--- src/rtl/gemm_pkg.sv ---
// Sizes, element types, write and feed structs, controller states for the systolic GEMM
`default_nettype none

package gemm_pkg;

    // Array geometry
    localparam int ARRAY_SIZE = 4;
    localparam int DATA_WIDTH = 16;
    localparam int ACC_WIDTH  = 32;
    localparam int IDX_WIDTH  = 2;

    // Schedule lengths
    localparam int STREAM_CYCLES = ARRAY_SIZE + 2 * (ARRAY_SIZE - 1);
    localparam int DRAIN_CYCLES  = 2;

    typedef logic signed [DATA_WIDTH-1:0] operand_t;
    typedef logic signed [ACC_WIDTH-1:0]  acc_t;

    // Single-cycle operand write strobe
    // lane is the row of A or the column of B, pos is the inner index k
    typedef struct packed {
        logic                 en;
        logic [IDX_WIDTH-1:0] lane;
        logic [IDX_WIDTH-1:0] pos;
        operand_t             data;
    } operand_wr_t;

    // One element per lane, lane 0 in the low bits
    typedef operand_t [ARRAY_SIZE-1:0] lane_feed_t;

    // Entry index is row * ARRAY_SIZE + col
    typedef acc_t [ARRAY_SIZE*ARRAY_SIZE-1:0] acc_grid_t;

    typedef enum logic [2:0] {
        IDLE,
        CLEAR,
        STREAM,
        DRAIN,
        DONE
    } ctrl_state_t;

endpackage

`default_nettype wire

--- src/rtl/result_buffer.sv ---
// Result store: whole-grid capture and combinational host read
`timescale 1ns/10ps
`default_nettype none

module result_buffer import gemm_pkg::*; (
    input  logic                 clk,
    input  logic                 rst_n,
    input  logic                 capture,
    input  acc_grid_t            acc,
    input  logic [IDX_WIDTH-1:0] rd_row,
    input  logic [IDX_WIDTH-1:0] rd_col,
    output acc_t                 rd_data
);

    acc_grid_t grid_q;

    // Held until the next run captures
    always_ff @(posedge clk or negedge rst_n) begin
        if (!rst_n) begin
            grid_q <= '0;
        end else if (capture) begin
            grid_q <= acc;
        end
    end

    // {row, col} is the row-major entry index
    assign rd_data = grid_q[{rd_row, rd_col}];

endmodule

`default_nettype wire

--- config.mk ---
export PLATFORM = sky130hd
export DESIGN_NAME = result_buffer
export DESIGN_NICKNAME = d
export VERILOG_FILES = /design/src/rtl/gemm_pkg.sv /design/src/rtl/result_buffer.sv
export SDC_FILE = /design/constraint.sdc
export NUM_CORES = 1
export LEC_CHECK = 0
export ABC_CLOCK_PERIOD_IN_PS = 4700
export BUFFER_PORTS_ARGS = -buffer_cell sky130_fd_sc_hd__buf_2
export CORE_AREA = 2 2 212 214
export DETAILED_ROUTE_END_ITERATION = 10
export DIE_AREA = 0 0 214 216
export PLACE_DENSITY = 0.77
export SYNTH_ARGS = -nofsm -noshare
export SYNTH_HDL_FRONTEND = slang
export SYNTH_SLANG_ARGS = --single-unit
--- constraint.sdc ---
create_clock -name clk -period 4.7 [get_ports clk]
set_input_delay 0.94 -clock clk [delete_from_list [all_inputs] [get_ports clk]]
set_output_delay 0.94 -clock clk [all_outputs]
set_load 0.01 [all_outputs]
==> impl_metrics.json <==
{
  "viasPerCell": 5.67,
  "clkPwrFrac_pct": 37.8,
  "crit_path_end_kind": "primary output",
  "fin_ws_ns": 0.872,
  "drc": 0,
  "clockBufferDepth": 3,
  "first_iter_violations": 1211,
  "wl_per_cell_um": 24.4,
  "fp.dieArea_um2": 46200,
  "required_ns": 3.76,
  "grt_pass1_wl_mm": 94.4,
  "overflow": 0,
  "cts_sinks": 512,
  "cp.arrival_ns": 2.89,
  "min_period_over_period_pct": 81.4,
  "postPlaceCellArea_um2": 26100,
  "via_count": 14500,
  "setup_viol": 0,
  "ys_top_cells_by_area": "dfrtp_1, mux2_2, mux4_2",
  "p_seq_share_pct": 47.8,
  "final_layout_size_suffix_gt1_share_pct": 67.8,
  "crit_path_frequent_cell": "buf_12",
  "max_slew_margin_pct": 33.1,
  "p_comb_share_pct": 14.4,
  "die-height_um": 216,
  "status": "completed",
  "post_synth_instance_area_um2": 22600,
  "power_switching_w": 0.00263,
  "ys_seq_elements": 512,
  "yosys_warnings": 0,
  "die_w_um": 214,
  "yosysTopAreaCell": "dfrtp_1",
  "clk_root_buffer_cell": "clkbuf_16",
  "cts_resized": 0,
  "netlist_instances": 1352,
  "final_cell_mix": "buf_2, mux2_2, dfrtp_1",
  "dp_cells": 2428,
  "ys_types": 12,
  "slowest_delay_ns": 0.51,
  "stdcell_count": 2567,
  "htree_num_levels": 2,
  "slew_viol_final": 0,
  "routed_wl_mm": 62.6,
  "drtAntennaViolNets": 0,
  "p_int_w": 0.00804,
  "cts_setup_buffers": 0,
  "track_usage_pct": 27.3,
  "core_um2": 43800,
  "postCtsHoldBufs": 0,
  "critPathTopFamily": "buffers and inverters",
  "cts_made_buffers": 54,
  "sw_frac_of_total_pct": 24.6,
  "floorplan.rows": 77,
  "critPathLaunchType": "input pin",
  "crit_chain": "buf_8, buf_12, buf_12, mux4_2, a22oi_1, nand2_1, buf_2",
  "start_util_pct": 51.5,
  "place_ws_ns": 0.836,
  "r2r_start": "grid_q[19]",
  "clk_latency_ns": 0.58,
  "cts_tree": "done",
  "vdd.ir_drop.worst_mv": 0.279,
  "synth_fp_nets": 1871,
  "final_hold_viol_count": 0,
  "avgSynthCellArea_um2": 16.7,
  "startpoint": "rd_col[0]",
  "syn2layout_area_growth_pct": 23.3,
  "ios": 551,
  "critPathKind": "input pin to primary output",
  "slowest_stage": "mux4_2",
  "layout_commonest_cell": "buf_2",
  "tns_ns": 0,
  "min_path_type": "input pin to asynchronous set/reset pin",
  "cts.reportedPaths.clkPinSlew_ns": 0.06,
  "first_global_vias": 15800,
  "p_per_area_nw_per_um2": 383,
  "rsz0062_at_grt": "no",
  "firstDrtPassIters": 5,
  "io_buffers": 550,
  "crit_path_max_fanout": 35,
  "grt_max_degree": 108,
  "fin_worst_skew_ns": 0,
  "postLayoutCellArea_um2": 27800,
  "fmax_ghz": 0.261,
  "antenna_found_initial": 51,
  "min_period_ns": 3.83,
  "hpwlAfterDp_mm": 45.8,
  "place.gp.congestion": 0.911,
  "cp_num_buf_inv": 4,
  "p_leak_nw": 12.3,
  "layout.nets": 2411,
  "largest_reg_flops": 512,
  "maxCapViolCount": 0,
  "top_regs": "grid_q (512)",
  "synth_top_area_share_pct": 56.8,
  "worstMarginPinSlew_ns": 1.00,
  "yosysSeqAreaShare_pct": 56.8,
  "regMostFlops": "grid_q"
}
-- power by group through the flow --
stage	registers, W	clock network (W)	logic (W)
2_1_floorplan	0.00506	0	0.000963
3_3_place_gp	0.00514	0	0.00150
3_5_place_dp	0.00517	0	0.00154
4_1_cts	0.00509	0.00412	0.00155
5_1_grt	0.00514	0.00429	0.00166
6_report	0.00509	0.00404	0.00154
-- layer usage --
| layer | vias up | track usage, % | share of wire (%) |
|---|---|---|---|
| li1 | 6234 | - | - |
| met3 | 152 | 6.92 | 7.9 |
| met5 | - | 0 | 0.18 |
| met1 | 7553 | 36.9 | 41 |
| met4 | 20 | 13.2 | 3.7 |
| met2 | 589 | 41.6 | 47 |
-- cell usage after synthesis --
library cell	count
nand2_1	32
clkbuf_1	26
a22oi_1	64
buf_1	9
mux4_2	128
and2_1	1
buf_4	9
mux2_2	512
nor2_1	1
dfrtp_1	512
buf_2	56
nor2b_1	2
-- cell type report --
class                           count  area, µm²
Fill cell                        3244      16000
Clock buffer                       80       1560
Multi-Input combinational cell    740       9300
Clock inverter                     20        114
Tap cell                          592        741
Timing Repair Buffer              584       3210
Sequential cell                   512      12800
Antenna cell                       39       97.6
-- cell families after synthesis --
kind of cell | after synthesis | share of synthesized area (%)
flip-flops | 512 | 56.8
AO/OA/AOI/OAI | 64 | 2.13
multiplexers | 640 | 38.3
AND/OR/NAND/NOR | 36 | 0.632
buffers and inverters | 100 | 2.12
-- stage by stage --
step	util [%]	hold slack, ns	power, W
after floorplan	-	0.475	0.00603
after global placement	59.4	0.484	0.00664
after detailed placement	59.4	0.491	0.00671
after CTS	63.3	0.443	0.0108
after global routing	63.5	0.462	0.0111
final	63.5	0.398	0.0107
-- final timing paths --
check	end	slack, ns	cells after the start
hold / removal	grid_q[224]	0.40	1
min in group clk	grid_q[70]	0.50	1
hold reg to reg	grid_q[70]	0.50	1
max in group asynchronous	grid_q[235]	3.17	2
setup reg to reg	grid_q[19]	3.89	1
setup / recovery	rd_data[21]	0.87	7
Note: power is estimated with default switching activity, not from simulation.
