[src/rtl/gemm_pkg.sv]
// Sizes, element types, write and feed structs, controller states for the systolic GEMM
`default_nettype none

package gemm_pkg;

    // Array geometry
    localparam int ARRAY_SIZE = 4;
    localparam int DATA_WIDTH = 16;
    localparam int ACC_WIDTH  = 32;
    localparam int IDX_WIDTH  = 2;

    // Schedule lengths
    localparam int STREAM_CYCLES = ARRAY_SIZE + 2 * (ARRAY_SIZE - 1);
    localparam int DRAIN_CYCLES  = 2;

    typedef logic signed [DATA_WIDTH-1:0] operand_t;
    typedef logic signed [ACC_WIDTH-1:0]  acc_t;

    // Single-cycle operand write strobe
    // lane is the row of A or the column of B, pos is the inner index k
    typedef struct packed {
        logic                 en;
        logic [IDX_WIDTH-1:0] lane;
        logic [IDX_WIDTH-1:0] pos;
        operand_t             data;
    } operand_wr_t;

    // One element per lane, lane 0 in the low bits
    typedef operand_t [ARRAY_SIZE-1:0] lane_feed_t;

    // Entry index is row * ARRAY_SIZE + col
    typedef acc_t [ARRAY_SIZE*ARRAY_SIZE-1:0] acc_grid_t;

    typedef enum logic [2:0] {
        IDLE,
        CLEAR,
        STREAM,
        DRAIN,
        DONE
    } ctrl_state_t;

endpackage

`default_nettype wire

[src/rtl/gemm_ctrl.sv]
// Controller FSM: clear, stream, drain, capture and done sequencing
`timescale 1ns/10ps
`default_nettype none

module gemm_ctrl import gemm_pkg::*; (
    input  logic       clk,
    input  logic       rst_n,
    input  logic       start,
    output logic       busy,
    output logic       done,
    output logic       clear,
    output logic       feed_en,
    output logic [3:0] step,
    output logic       capture
);

    ctrl_state_t state;
    ctrl_state_t state_nxt;
    logic [3:0]  cnt;
    logic [3:0]  cnt_nxt;
    logic        cnt_last;

    // One counter serves both the stream and the drain phase
    always_comb begin
        case (state)
            STREAM:  cnt_last = (cnt == 4'(STREAM_CYCLES - 1));
            DRAIN:   cnt_last = (cnt == 4'(DRAIN_CYCLES - 1));
            default: cnt_last = 1'b0;
        endcase
    end

    always_comb begin
        state_nxt = state;
        cnt_nxt   = cnt;
        case (state)
            IDLE: begin
                // start is ignored anywhere else
                if (start) begin
                    state_nxt = CLEAR;
                end
            end
            CLEAR: begin
                state_nxt = STREAM;
                cnt_nxt   = '0;
            end
            STREAM: begin
                if (cnt_last) begin
                    state_nxt = DRAIN;
                    cnt_nxt   = '0;
                end else begin
                    cnt_nxt = cnt + 4'd1;
                end
            end
            DRAIN: begin
                if (cnt_last) begin
                    state_nxt = DONE;
                    cnt_nxt   = '0;
                end else begin
                    cnt_nxt = cnt + 4'd1;
                end
            end
            DONE: begin
                state_nxt = IDLE;
            end
            default: begin
                state_nxt = IDLE;
                cnt_nxt   = '0;
            end
        endcase
    end

    always_ff @(posedge clk or negedge rst_n) begin
        if (!rst_n) begin
            state <= IDLE;
            cnt   <= '0;
        end else begin
            state <= state_nxt;
            cnt   <= cnt_nxt;
        end
    end

    // Strobes straight from the state
    assign busy    = (state != IDLE);
    assign clear   = (state == CLEAR);
    assign feed_en = (state == STREAM);
    assign done    = (state == DONE);
    assign capture = (state == DONE);
    assign step    = cnt;

endmodule

`default_nettype wire

[config.mk]
export PLATFORM = sky130hd
export DESIGN_NAME = gemm_ctrl
export DESIGN_NICKNAME = d
export VERILOG_FILES = /design/src/rtl/gemm_pkg.sv /design/src/rtl/gemm_ctrl.sv
export SDC_FILE = /design/constraint.sdc
export NUM_CORES = 1
export LEC_CHECK = 0
export BUFFER_PORTS_ARGS = -buffer_cell sky130_fd_sc_hd__buf_2
export CAP_MARGIN = 20
export CORE_AREA = 2 2 39 41
export DETAILED_ROUTE_END_ITERATION = 12
export DIE_AREA = 0 0 41 43
export PLACE_DENSITY_LB_ADDON = 0.1
export SLEW_MARGIN = 20
export SYNTH_ARGS = -nofsm -noshare
export SYNTH_HDL_FRONTEND = slang
export SYNTH_SLANG_ARGS = --single-unit
[constraint.sdc]
create_clock -name clk -period 3.5 [get_ports clk]
set_input_delay 0.7 -clock clk [delete_from_list [all_inputs] [get_ports clk]]
set_output_delay 0.7 -clock clk [all_outputs]
set_load 0.02 [all_outputs]
==> flow_summary.json, run 1 <==
{
  "skew_ns": 0.0108,
  "dp_cells": 64,
  "critPathKind": "flip-flop to primary output",
  "r2r_slack_ns": 2.06,
  "path_clk_slew_ns": 0.06,
  "reg2reg_to": "step[2]",
  "cts_tree": "built",
  "drv_cap": 0,
  "fin_cells": 68,
  "area_growth_pct": 24.6,
  "wl_um": 765,
  "crit_end": "capture",
  "htree_levels": 1,
  "num_io_pins": 12,
  "grt_pass1_wl_um": 1260,
  "seq_area_frac_synth_pct": 45.9,
  "drtPass1Iterations": 4,
  "period_share_pct": 60.7,
  "fin_crit_ns": 2.12,
  "core_area_um2": 1380,
  "initialDrtViolationCount": 7,
  "drive_above_1_share_pct": 32.7,
  "die_x_um": 41,
  "post-route-drc-count": 0,
  "postCtsHoldBufs": 0,
  "die_h_um": 43,
  "cpMaxStageDelayCell": "dfrtp_1",
  "cts-root-buf": "clkbuf_4",
  "overflow": 0,
  "maxSlewViolCount": 0,
  "initial_utilization_pct": 27.6,
  "hpwl_um": 592,
  "insertedDiodeCount": 0,
  "ir_worst_vdd_mv": 0.295,
  "p_leak_uw": 0.000233,
  "cts_resized": 0,
  "grt_use_total_pct": 10.9,
  "tightest_slew_ns": 0.420,
  "grt_pass1_vias": 281,
  "post-route-util_pct": 34.4,
  "wl_per_cell_um": 11.3,
  "grt_max_degree": 8,
  "drtAntennaViolNets": 0,
  "multi_input_comb_area_um2": 195,
  "synth_area_leader_cell": "dfrtp_1",
  "cp.depth": 3,
  "fill_cells": 144,
  "gp_congestion": 0.731,
  "cp_max_fo": 7,
  "setup_viol": 0,
  "insertion_delay_ns": 0.25,
  "outcome": "finished, final reports clean",
  "post_cts_buffers": 0,
  "vias": 308,
  "synthesis.area_um2": 382,
  "worst-path-buf-inv": 1,
  "holdWs_ns": 0.275,
  "synth_area_leaders": "dfrtp_1, ha_1, nand2_1, nor3b_1, mux2_1",
  "hold_viol_final": 0,
  "slew_headroom_pct": 71.9,
  "synth_fp_nets": 43,
  "synth.avg_cell_area_um2": 10.0,
  "crit_family": "simple AND/OR/NAND/NOR gates",
  "endpoint_kind": "primary output",
  "synth_warnings": 0,
  "timing.rr.start": "step[1]",
  "ys_seq_elements": 7,
  "io_buffers": 11,
  "worst_ep_arrival_time_ns": 1.42,
  "start_kind": "flip-flop",
  "crit_required_ns": 2.80,
  "worstSetupStartpoint": "state[0]",
  "antenna_found_initial": 0,
  "die_area_um2": 1760,
  "hold_class": "input port to asynchronous set/reset pin",
  "nets": 58,
  "seqCellArea_um2": 175,
  "tns_ns": 0,
  "synthCells": 38,
  "numCtsBuffers": 3,
  "worst_r2r_path_depth": 6,
  "path_cells": "nor2_1, and2_1, buf_2",
  "netlist.area_leader.share_pct": 45.9,
  "max_clock_freq_mhz": 471,
  "synth_cell_type_count": 24,
  "cellPowerDensity_nw_per_um2": 957,
  "power_uw": 455,
  "cts_sinks": 7,
  "rows": 14,
  "clockBufferDepth": 2,
  "cpPeakStageDelay_ns": 0.44,
  "vias_per_cell": 4.53,
  "rsz0062_at_grt": "no"
}
==> where the power goes <==
group	total, uW	switching [uW]	internal [uW]	leakage (uW)
sequential	158	42.9	116	0.0000845
clock	74.1	30.5	43.5	0.0000150
combinational	223	126	97.1	0.000133
==> cells in the final DEF (no fill, tap or decap), drive strengths merged <==
cell type	instances
inv	1
o21ai	3
and2b	2
a21o	1
dfrtp	7
a21oi	1
nor3b	2
ha	2
nor2	3
a22oi	1
or3	2
nor2b	1
buf	11
and2	1
mux2	1
nand2b	1
a221o	1
xnor2	1
nand2	4
and3	1
nand3	1
clkbuf	4
==> worst register-to-register path: stages, from the launching register on <==
cell      delay [ns]
dfrtp_1         0.41
inv_1           0.07
ha_1            0.13
nand2b_1        0.09
o21ai_2         0.27
nor3b_1         0.09
a221o_1         0.26
==> cell usage after synthesis <==
cell type  number
a21o_1          1
a21oi_1         1
a221o_1         1
a22oi_1         1
and2_1          1
and2b_1         1
and2b_2         1
and3_1          1
buf_4           1
dfrtp_1         7
ha_1            2
inv_1           1
mux2_1          1
nand2_1         4
nand2b_1        1
nand3_1         1
nor2_1          3
nor2b_1         1
nor3b_1         2
o21ai_0         2
o21ai_2         1
or3_1           1
or3_2           1
xnor2_1         1
==> routing by layer <==
metal | track usage (%) | vias to the layer above | share of wire [%]
met2 | 13.8 | 8 | 42
met1 | 16.2 | 137 | 52
met3 | 4.71 | 0 | 5.5
li1 | - | 163 | -
met4 | 4.00 | 0 | 0
met5 | 0 | - | 0
==> cell type report <==
| cell class | instances | area share, % |
|---|---|---|
| inverter | 1 | 0.789 |
| sequential | 7 | 36.8 |
| multi-input combinational | 29 | 41.1 |
| tap | 16 | 4.21 |
| timing repair buffer | 11 | 11.6 |
| clock buffer | 4 | 5.53 |
==> flip-flops by register name, indices dropped and copies added (netlist names) <==
name and cells:
state 3, step 4
==> worst min-delay path by stage <==
stage	startpoint	to
after floorplan	rst_n	state[0]
after global placement	state[2]	state[0]
after detailed placement	state[2]	state[0]
after CTS	rst_n	step[2]
after global routing	rst_n	step[2]
final	rst_n	step[2]
==> through the flow <==
| stage | setup WS, ns | cell area [um2] |
|---|---|---|
| global route | 1.19 | 475 |
| floorplan | 1.65 | 382 |
| finish | 1.38 | 475 |
| global placement | 1.68 | 449 |
| CTS | 1.34 | 475 |
| detailed placement | 1.60 | 449 |
==> logic make-up (layout without fill, tap and decap cells) <==
family,after synthesis,count (layout),share of synthesized area (%)
multiplexers,1,1,2.95
buffers and inverters,2,16,2.95
flip-flops,7,7,45.9
AND/OR/NAND/NOR,18,18,26.6
adder cells (fa/ha/maj),2,2,6.56
AO/OA/AOI/OAI,7,7,12.8
XOR/XNOR,1,1,2.30
(Power assumes the default switching activity.)
==> inputs of run 2 (changes only) <==
- clock period: 3.5 -> 1.9 ns (I/O delays scaled with it)
==> run 2 against run 1 <==
Compared with the run above: worst hold slack improved by 0.12 ns; combinational power increased by 87%; core utilization increased by 1.3 points; wire length decreased by 2.6%; first-iteration DRC count decreased by 100%; via count increased by 2.6%; global-route usage increased by 0.32 points; clock-buffer cell count unchanged; total power increased by 85%; final area increased by 3.7%; non-clock buffer count increased by 2; clock skew decreased by 0.0062 ns.
==> flow_summary.json, run 2 (synthesized netlist as in run 1, its figures left out) <==
{
  "htree_levels": 1,
  "slew_headroom_pct": 84.0,
  "largest_register_ffs": 4,
  "antenna_found_initial": 0,
  "wl_um": 745,
  "multi_input_comb_area_um2": 195,
  "vias_per_cell": 4.51,
  "overflow": 0,
  "grt_busiest_layer": "met1",
  "gp_congestion": 0.726,
  "ir_worst_vdd_mv": 0.590,
  "vias": 316,
  "initialDrtViolationCount": 0,
  "path_clk_slew_ns": 0.05,
  "drv_cap": 0,
  "seqCellArea_um2": 175,
  "crit_required_ns": 1.52,
  "rsz0062_at_grt": "no",
  "tns_ns": 0,
  "wl_per_cell_um": 10.6,
  "numCtsBuffers": 3,
  "grt_max_degree": 8,
  "grt_pass1_wl_um": 1230,
  "die_h_um": 43,
  "p_leak_uw": 0.000242,
  "outcome": "finished, final reports clean",
  "path_cells": "or3_2, buf_2",
  "met2_usage_pct": 13.1,
  "area_growth_pct": 29.2,
  "num_io_pins": 12,
  "start_kind": "flip-flop",
  "endpoint_kind": "primary output",
  "cpPeakStageDelay_ns": 0.47,
  "fin_crit_ns": 1.68,
  "drtAntennaViolNets": 0,
  "maxSlewViolCount": 0,
  "crit_family": "simple AND/OR/NAND/NOR gates",
  "fill_cells": 150,
  "hpwl_um": 573,
  "cp_max_fo": 5,
  "die_area_um2": 1760,
  "holdWs_ns": 0.391,
  "layout_commonest_cell": "buf_2",
  "cellPowerDensity_nw_per_um2": 1710,
  "clockBufferDepth": 2,
  "drive_above_1_share_pct": 33.3,
  "rows": 14,
  "met3_usage_pct": 9.42,
  "period_share_pct": 88.3,
  "worst-path-buf-inv": 1,
  "nets": 60,
  "drtPass1Iterations": 1,
  "power_uw": 842,
  "tightest_slew_ns": 0.240,
  "hold_viol_final": 0,
  "skew_ns": 0.00463,
  "cts_sinks": 7,
  "worst_ep_arrival_time_ns": 1.30,
  "cts_tree": "built",
  "grt_use_total_pct": 11.3,
  "cts-root-buf": "clkbuf_4",
  "insertion_delay_ns": 0.25,
  "die_x_um": 41,
  "globalRouteMet1Util_pct": 15.0,
  "core_area_um2": 1380,
  "setup_viol": 0,
  "post-route-drc-count": 0,
  "max_clock_freq_mhz": 596,
  "insertedDiodeCount": 0,
  "initial_utilization_pct": 27.6,
  "hold_class": "input port to flip-flop",
  "critPathKind": "flip-flop to primary output",
  "cpMaxStageDelayCell": "or3_2",
  "io_buffers": 11,
  "grt_pass1_vias": 273,
  "final_cell_mix": "buf_2, dfrtp_1, nand2_1"
}
## run 2: cell count changes in the layout (fill, tap and decap cells not counted), sizes merged
cell / before / now
buf: 11 / 12
dlygate4sd3: 0 / 1
## run 2: timing repair
action                    CTS  global route
hold buffers                1             0
hold endpoints to repair    7             0
buffers inserted            0             0
resized for setup           0             0
## run 2: power breakdown
part / total (uW) / internal, uW / switching (uW) / leakage (uW)
logic: 416 / 185 / 231 / 0.000143
registers: 292 / 213 / 79.0 / 0.0000845
clock network: 134 / 80.1 / 53.9 / 0.0000150
total: 842 / 478 / 364 / 0.000242
## run 2: tightest hold or removal path: cells and delay by family
| family | cells | cell delay, ns |
|---|---|---|
| simple gates | 1 | 0.08 |
| buf+inv | 1 | 0.07 |
| compound gates | 1 | 0.06 |
## run 2: metal layers
metal  share of wire (%)  vias up
li1                    -      165
met1                  47      139
met2                  42       12
met3                  10        0
met4                   0        0
met5                   0        -
## run 2: final cells by class
type / count / share of cell area, %
clock buffer: 4 / 5.33
timing repair buffer: 13 / 14.7
multi-input combinational: 29 / 39.6
tap: 16 / 4.06
sequential: 7 / 35.5
inverter: 1 / 0.761
## run 2: metrics by stage
stage | cell area (um2) | std cells | utilization [%] | setup slack, ns
after CTS | 493 | 70 | 35.6 | 0.205
after detailed placement | 457 | 65 | 33.0 | 0.482
after global routing | 493 | 70 | 35.6 | 0.154
after global placement | 457 | 65 | 33.0 | 0.486
final | 493 | 70 | 35.6 | 0.223
after floorplan | 382 | 38 | - | 0.365
## run 2: path summary, 6_finish.rpt
check | slack [ns] | from | end | depth (start not counted)
max in group asynchronous | 1.25 | rst_n | step[3] | 2
min | 0.39 | start | state[0] | 3
min reg2reg | 0.49 | state[2] | state[0] | 1
max reg2reg | 0.50 | step[1] | step[2] | 6
min in group asynchronous | 0.49 | rst_n | step[2] | 2
max | 0.22 | state[2] | busy | 2
