$ cat config.mk
export PLATFORM = sky130hd
export DESIGN_NAME = operand_buffer
export DESIGN_NICKNAME = d
export VERILOG_FILES = /design/src/rtl/gemm_pkg.sv /design/src/rtl/operand_buffer.sv
export SDC_FILE = /design/constraint.sdc
export NUM_CORES = 1
export LEC_CHECK = 0
export ABC_AREA = 1
export BUFFER_PORTS_ARGS = -buffer_cell sky130_fd_sc_hd__buf_4
export CORE_UTILIZATION = 30
export DETAILED_ROUTE_END_ITERATION = 12
export GPL_ROUTABILITY_DRIVEN = 1
export PLACE_DENSITY = 0.43
export SETUP_SLACK_MARGIN = 0.3
export SYNTH_ARGS = -nofsm -noshare
export SYNTH_HDL_FRONTEND = slang
export SYNTH_SLANG_ARGS = --single-unit
$ cat constraint.sdc
create_clock -name clk -period 1.2 [get_ports clk]
set_input_delay 0.18 -clock clk [delete_from_list [all_inputs] [get_ports clk]]
set_output_delay 0.18 -clock clk [all_outputs]
set_load 0.005 [all_outputs]
$ cat src/rtl/gemm_pkg.sv
// Sizes, element types, write and feed structs, controller states for the systolic GEMM
`default_nettype none

package gemm_pkg;

    // Array geometry
    localparam int ARRAY_SIZE = 4;
    localparam int DATA_WIDTH = 16;
    localparam int ACC_WIDTH  = 32;
    localparam int IDX_WIDTH  = 2;

    // Schedule lengths
    localparam int STREAM_CYCLES = ARRAY_SIZE + 2 * (ARRAY_SIZE - 1);
    localparam int DRAIN_CYCLES  = 2;

    typedef logic signed [DATA_WIDTH-1:0] operand_t;
    typedef logic signed [ACC_WIDTH-1:0]  acc_t;

    // Single-cycle operand write strobe
    // lane is the row of A or the column of B, pos is the inner index k
    typedef struct packed {
        logic                 en;
        logic [IDX_WIDTH-1:0] lane;
        logic [IDX_WIDTH-1:0] pos;
        operand_t             data;
    } operand_wr_t;

    // One element per lane, lane 0 in the low bits
    typedef operand_t [ARRAY_SIZE-1:0] lane_feed_t;

    // Entry index is row * ARRAY_SIZE + col
    typedef acc_t [ARRAY_SIZE*ARRAY_SIZE-1:0] acc_grid_t;

    typedef enum logic [2:0] {
        IDLE,
        CLEAR,
        STREAM,
        DRAIN,
        DONE
    } ctrl_state_t;

endpackage

`default_nettype wire

$ cat src/rtl/operand_buffer.sv
// Operand store with skewed, registered lane outputs for the array edge
`timescale 1ns/10ps
`default_nettype none

module operand_buffer import gemm_pkg::*; (
    input  logic        clk,
    input  logic        rst_n,
    input  operand_wr_t wr,
    input  logic        feed_en,
    input  logic [3:0]  step,
    output lane_feed_t  feed
);

    // Indexed by lane, then inner position
    operand_t mem [ARRAY_SIZE][ARRAY_SIZE];
    operand_t lane_nxt [ARRAY_SIZE];

    // Host writes, old value wins on a same-cycle read
    always_ff @(posedge clk) begin
        if (wr.en) begin
            mem[wr.lane][wr.pos] <= wr.data;
        end
    end

    // Lane i lags by i steps to form the systolic wavefront
    always_comb begin
        for (int i = 0; i < ARRAY_SIZE; i++) begin
            lane_nxt[i] = '0;
            if (feed_en && (int'(step) >= i) && (int'(step) < i + ARRAY_SIZE)) begin
                lane_nxt[i] = mem[i][IDX_WIDTH'(int'(step) - i)];
            end
        end
    end

    always_ff @(posedge clk or negedge rst_n) begin
        if (!rst_n) begin
            feed <= '0;
        end else begin
            for (int i = 0; i < ARRAY_SIZE; i++) begin
                feed[i] <= lane_nxt[i];
            end
        end
    end

endmodule

`default_nettype wire

==> results of run 1 <==
sequential cells by signal, indices dropped and copies added, names as in the netlist:
register,flops
feed,64
mem,256
synth_stat cells (all sizes together):
library cell	count
inv	266
nand2	266
edfxtp	256
nand3	135
a21oi	64
dfrtp	64
buf	39
nor2	18
clkbuf	7
ha	3
or2	1
stage by stage:
step	cell area [µm²]	total power, mW
global route	16370	26.28
global placement	14870	14.25
floorplan	13030	13.35
finish	16380	25.31
CTS	16360	25.71
detailed placement	14870	14.26
layout by cell type, fill, tap and decap left out:
cell | netlist | routed
dlygate4sd3_1 | 0 | 2
clkinvlp_4 | 0 | 3
ha_4 | 0 | 1
nand2_2 | 0 | 1
nand2_4 | 0 | 3
a21oi_2 | 0 | 2
buf_4 | 2 | 60
nand3_2 | 3 | 12
nand3_1 | 132 | 119
ha_1 | 3 | 2
nor2_1 | 17 | 1
bufinv_16 | 0 | 2
clkbuf_16 | 0 | 39
nand2_1 | 266 | 262
a21oi_1 | 64 | 62
diode_2 | 0 | 2
buf_6 | 0 | 65
nand3_4 | 0 | 4
inv_4 | 0 | 1
inv_6 | 0 | 2
nor2_4 | 1 | 17
or2_2 | 1 | 1
clkinv_2 | 0 | 5
edfxtp_1 | 256 | 256
clkinv_1 | 0 | 2
inv_8 | 0 | 1
clkbuf_8 | 0 | 8
inv_16 | 0 | 2
dfrtp_1 | 64 | 64
inv_1 | 264 | 259
clkbuf_1 | 7 | 10
buf_12 | 0 | 27
power by group:
part / leakage (nW) / internal [mW] / total, mW / switching, mW
logic: 3.39 / 0.651 / 1.71 / 1.06
registers: 3.19 / 12.3 / 12.3 / 0.0836
clock network: 0.606 / 6.88 / 11.3 / 4.37
worst min-delay path: stages:
cell and delay, ps:
buf_4 90, nor2_4 50, nand3_2 120, a21oi_1 50
per-layer routing:
metal	GRT usage	wire (µm)
met5	0	0
met4	0.04014	672
met3	0.02496	1270
met2	0.2517	15130
met1	0.2138	15020
logic make-up after synthesis:
logic type,share of synthesized area
compound gates,0.02534
buf+inv,0.09689
simple gates,0.1400
flops,0.7348
fa+ha+maj,0.002969
layout make-up:
class                           instances  area (µm²)  share of cell area
Clock buffer                           57        1124             0.06861
Tap cell                              532       665.6             0.04064
Clock inverter                         11       108.9            0.006647
Sequential cell                       320        9289              0.5672
Inverter                              266        1054             0.06433
Multi-Input combinational cell        487        2389              0.1458
Antenna cell                            2       5.005           0.0003056
Timing Repair Buffer                  154        1743              0.1064
timing repair:
item,4_1_cts,5_1_grt
buffers inserted,0,0
gates resized for setup,64,4
hold buffers,2,0
endpoints found under the hold margin,65,0
endpoints found under the setup margin,64,69
path summary, 6_finish.rpt:
kind | start | end | slack, ps | depth (start not counted)
max | feed[26] | feed[26] | -60 | 1
min | step[3] | feed[26] | 30 | 4
max reg2reg | mem[0][49] | feed[1] | 370 | 4
min reg2reg | mem[1][2] | feed[18] | 600 | 4
max in group asynchronous | rst_n | feed[35] | 610 | 3
min in group asynchronous | rst_n | feed[22] | 240 | 3
==> flow_summary.json, run 1 <==
{
  "status": "finished with violations",
  "violations": "design-rule violations, negative setup slack",
  "wl_per_cell_um": 17.55,
  "pre_cts_ws_ps": -176.9,
  "period_share": 1.053,
  "fin_crit_ps": 1263,
  "post-synth-top-area-cell": "edfxtp_1",
  "rows": 74,
  "initial_core_util": 0.3068,
  "grt_use_total": 0.1543,
  "clock-sinks": 320,
  "hold_path.class": "primary input to flop",
  "cts.clk_slew.worst_paths_ps": 50,
  "cp_top_family": "flip-flops",
  "wirelength_um": 32090,
  "ir_worst_vdd_v": 0.001034,
  "grt_max_degree": 65,
  "io_pins": 92,
  "dieArea_um2": 42970,
  "grt_pass1_vias": 7959,
  "dr.pass1.iters": 8,
  "coreArea_um2": 41200,
  "cp_slowest_cell": "dfrtp_1",
  "cp_slowest_stage_delay_ps": 420,
  "syn_area_um2": 12640,
  "first_iter_violations": 342,
  "ys_warn_count": 0,
  "ant_nets": 0,
  "ys_seq_area_frac": 0.7348,
  "power.leakage_nw": 7.185,
  "layout-drive-gt1-share": 0.1977,
  "portBuffers": 91,
  "finClkSkew_ps": 6.409,
  "fin_nets": 1297,
  "tns_ps": -435.5,
  "synthTopCellsByArea": "edfxtp_1 61%, dfrtp_1 13%, nand2_1 7.9%",
  "synth_top_area_share": 0.6081,
  "via_count": 7864,
  "root_buffer": "clkbuf_16",
  "crit_chain": "buf_6",
  "antenna_found_initial": 1,
  "cp_max_fo": 1,
  "die_x_um": 207.3,
  "critPathBufInv": 1,
  "final_cells": 1829,
  "timing.final.ws_setup_ps": -63.41,
  "area_growth_pct": 29.54,
  "whs_ps": 25.27,
  "htree_levels": 2,
  "syn-num-nets": 1150,
  "setup_viol": 21,
  "crit_required_ps": 1020,
  "clock_latency_ps": 520,
  "fill_cells": 3927,
  "relSlewSlack": 0.7083,
  "synth_cell_types": 15,
  "clock_path_buffers": 3,
  "fin_util": 0.3975,
  "rsz0062_at_grt": "true",
  "worstMarginPinSlew_ps": 437.5,
  "drv_cap": 0,
  "worst_ep_arrival_time_ps": 1080,
  "hold_viol": 0,
  "crit_type": "flop to primary output",
  "power-per-cell-area_nw_per_um2": 1545,
  "grt_pass1_wl_um": 49700,
  "hpwl_um": 19160,
  "fmax_ghz": 0.7915,
  "die_h_um": 207.3,
  "gp_congestion": 0.7439,
  "viasPerCell": 4.300,
  "dp_cells": 1757,
  "numCtsBuffers": 37,
  "cts_tree": "built",
  "drc": 2,
  "start_kind": "flop",
  "grt_overflow_total": 0,
  "finalMaxSlewViolations": 0,
  "syn_avg_cell_area_um2": 11.30,
  "syn_inst": 1119,
  "critPathCaptureType": "primary output",
  "ys_seq_elements": 320
}
Power figures use the tool's default switching activity.
==> run 2, diff against run 1 <==
--- a/config.mk
+++ b/config.mk
@@ -7,11 +7,15 @@
 export LEC_CHECK = 0
 export ABC_AREA = 1
 export BUFFER_PORTS_ARGS = -buffer_cell sky130_fd_sc_hd__buf_4
+export CELL_PAD_IN_SITES_DETAIL_PLACEMENT = 1
+export CELL_PAD_IN_SITES_GLOBAL_PLACEMENT = 1
 export CORE_UTILIZATION = 30
 export DETAILED_ROUTE_END_ITERATION = 12
 export GPL_ROUTABILITY_DRIVEN = 1
-export PLACE_DENSITY = 0.43
+export GPL_TIMING_DRIVEN = 0
+export PLACE_DENSITY = 0.52
 export SETUP_SLACK_MARGIN = 0.3
 export SYNTH_ARGS = -nofsm -noshare
 export SYNTH_HDL_FRONTEND = slang
 export SYNTH_SLANG_ARGS = --single-unit
+export TNS_END_PERCENT = 1
==> flow_summary.json, run 2 (synthesis gave the netlist of run 1 again) <==
{
  "period_share": 1.039,
  "coreArea_um2": 41200,
  "grt_use_total": 0.1711,
  "cts_tree": "built",
  "intPower_mw": 20.15,
  "finalMaxSlewViolations": 0,
  "violations": "negative hold slack, negative setup slack",
  "dr.pass1.iters": 4,
  "dieArea_um2": 42970,
  "setup_viol": 55,
  "drc": 0,
  "cp_slowest_cell": "dfrtp_1",
  "relSlewSlack": 0.4213,
  "io_pins": 92,
  "largest_registers": "mem x256, feed x64",
  "grt_pass1_wl_um": 53970,
  "layout-drive-gt1-share": 0.2659,
  "start_kind": "flop",
  "grt_overflow_total": 0,
  "hold_path.class": "primary input to asynchronous set/reset pin",
  "seqPwrFrac": 0.470,
  "rsz0062_at_grt": "true",
  "ir_worst_vdd_v": 0.0008633,
  "hold_viol": 64,
  "largest_reg_flops": 256,
  "netSwitchingPower_mw": 6.076,
  "crit_type": "flop to primary output",
  "worstMarginPinSlew_ps": 868.0,
  "fin_nets": 1306,
  "clock_path_buffers": 3,
  "swShare": 0.2316,
  "finClkSkew_ps": 12.86,
  "cp_max_fo": 1,
  "die_h_um": 207.3,
  "area_growth_pct": 36.78,
  "wirelength_um": 35690,
  "whs_ps": -249.6,
  "grt_pass1_vias": 8867,
  "initial_core_util": 0.3068,
  "root_buffer": "clkbuf_16",
  "hpwl_um": 21430,
  "antenna_found_initial": 2,
  "critPathBufInv": 1,
  "first_iter_violations": 310,
  "die_x_um": 207.3,
  "timing.final.ws_setup_ps": -47.39,
  "fmax_ghz": 0.8017,
  "ant_nets": 0,
  "clock_latency_ps": 550,
  "dp_cells": 1742,
  "power.leakage_nw": 7.374,
  "rows": 74,
  "combPwrFrac": 0.088,
  "wl_per_cell_um": 19.41,
  "cp_top_family": "flip-flops",
  "regMostFlops": "mem",
  "cp_slowest_stage_delay_ps": 400,
  "p_total_mw": 26.23,
  "worst_ep_arrival_time_ps": 1070,
  "cts.clk_slew.worst_paths_ps": 60,
  "drv_cap": 0,
  "gp_congestion": 0.7544,
  "viasPerCell": 4.407,
  "status": "finished with violations",
  "portBuffers": 91,
  "crit_chain": "buf_6",
  "power-per-cell-area_nw_per_um2": 1517,
  "cts_hold_buf": 7,
  "crit_required_ps": 1020,
  "htree_levels": 2,
  "final_cells": 1839,
  "grt_max_degree": 65,
  "fin_crit_ps": 1247,
  "final_cell_mix": "259 x inv_1, 259 x nand2_1, 256 x edfxtp_1",
  "numCtsBuffers": 39,
  "p_clk_frac": 0.442,
  "critPathCaptureType": "primary output",
  "via_count": 8104,
  "clock-sinks": 320
}
## run 2: cell count changes in the layout (fill, tap and decap cells not counted), moves of 6 or more
cell	previous run	this run
a21oi_4	0	18
a21oi_2	2	19
clkbuf_8	8	2
nand3_1	119	69
a21oi_1	62	27
buf_4	60	34
clkbuf_4	0	7
buf_12	27	10
nand3_4	4	56
clkbuf_16	39	45
buf_2	0	20
## run 2: final timing paths
kind,slack [ps],end,startpoint,cells past startpoint
max in group asynchronous,880,feed[62],rst_n,1
setup reg to reg,360,feed[30],mem[1][62],4
min in group clk,30,mem[2][23],wr[7],1
hold / removal,-250,feed[7],rst_n,1
setup / recovery,-50,feed[3],feed[3],1
hold reg to reg,610,feed[44],mem[2][28],4
## run 2: area by class of cell
type	instances	area, µm²
buffer	46	456.7
sequential	320	9289
clock inverter	19	167.7
fill	4300	23910
tap	532	665.6
antenna	2	5.005
timing repair buffer	115	1242
clock buffer	52	1087
inverter	266	1060
multi-input combinational	487	3318
## run 2: through the flow
stage                     worst slack [ps]  hold WS [ps]    util  setup TNS, ps  instance area, µm²
after floorplan                     -38.65        -115.6       -          -7246               12870
after global placement              -707.6         356.5  0.3451        -149870               14220
after detailed placement            -696.0         366.3  0.3451        -153580               14220
after CTS                           -79.94        -220.0  0.4078          -2604               16800
after global routing                -83.02        -165.9  0.4196          -2685               17290
final                               -47.39        -249.6  0.4197         -441.9               17290
## run 2: what timing repair did
| action | in CTS | in global routing |
|---|---|---|
| setup endpoints to repair | 354 | 334 |
| gates resized for setup | 235 | 90 |
| setup buffers | 14 | 0 |
| pin swaps | 73 | 56 |
| endpoints found under the hold margin | 123 | 64 |
| cloned | 3 | 0 |
## run 2: power by group through the flow
stage               clock network (mW)  registers (mW)  logic (mW)
floorplan                            0            12.6       0.760
global placement                     0            12.5        1.57
detailed placement                   0            12.5        1.59
CTS                               11.9            12.3        2.15
global route                      12.3            12.4        2.50
finish                            11.6            12.3        2.31
## run 2: per-layer routing
metal | wire length, µm | vias to the layer above | GRT usage
met1 | 15530 | 4028 | 0.2227
met3 | 1598 | 56 | 0.02511
met5 | 0 | - | 0
met4 | 839 | 0 | 0.06150
met2 | 17730 | 143 | 0.2902
li1 | - | 3877 | -
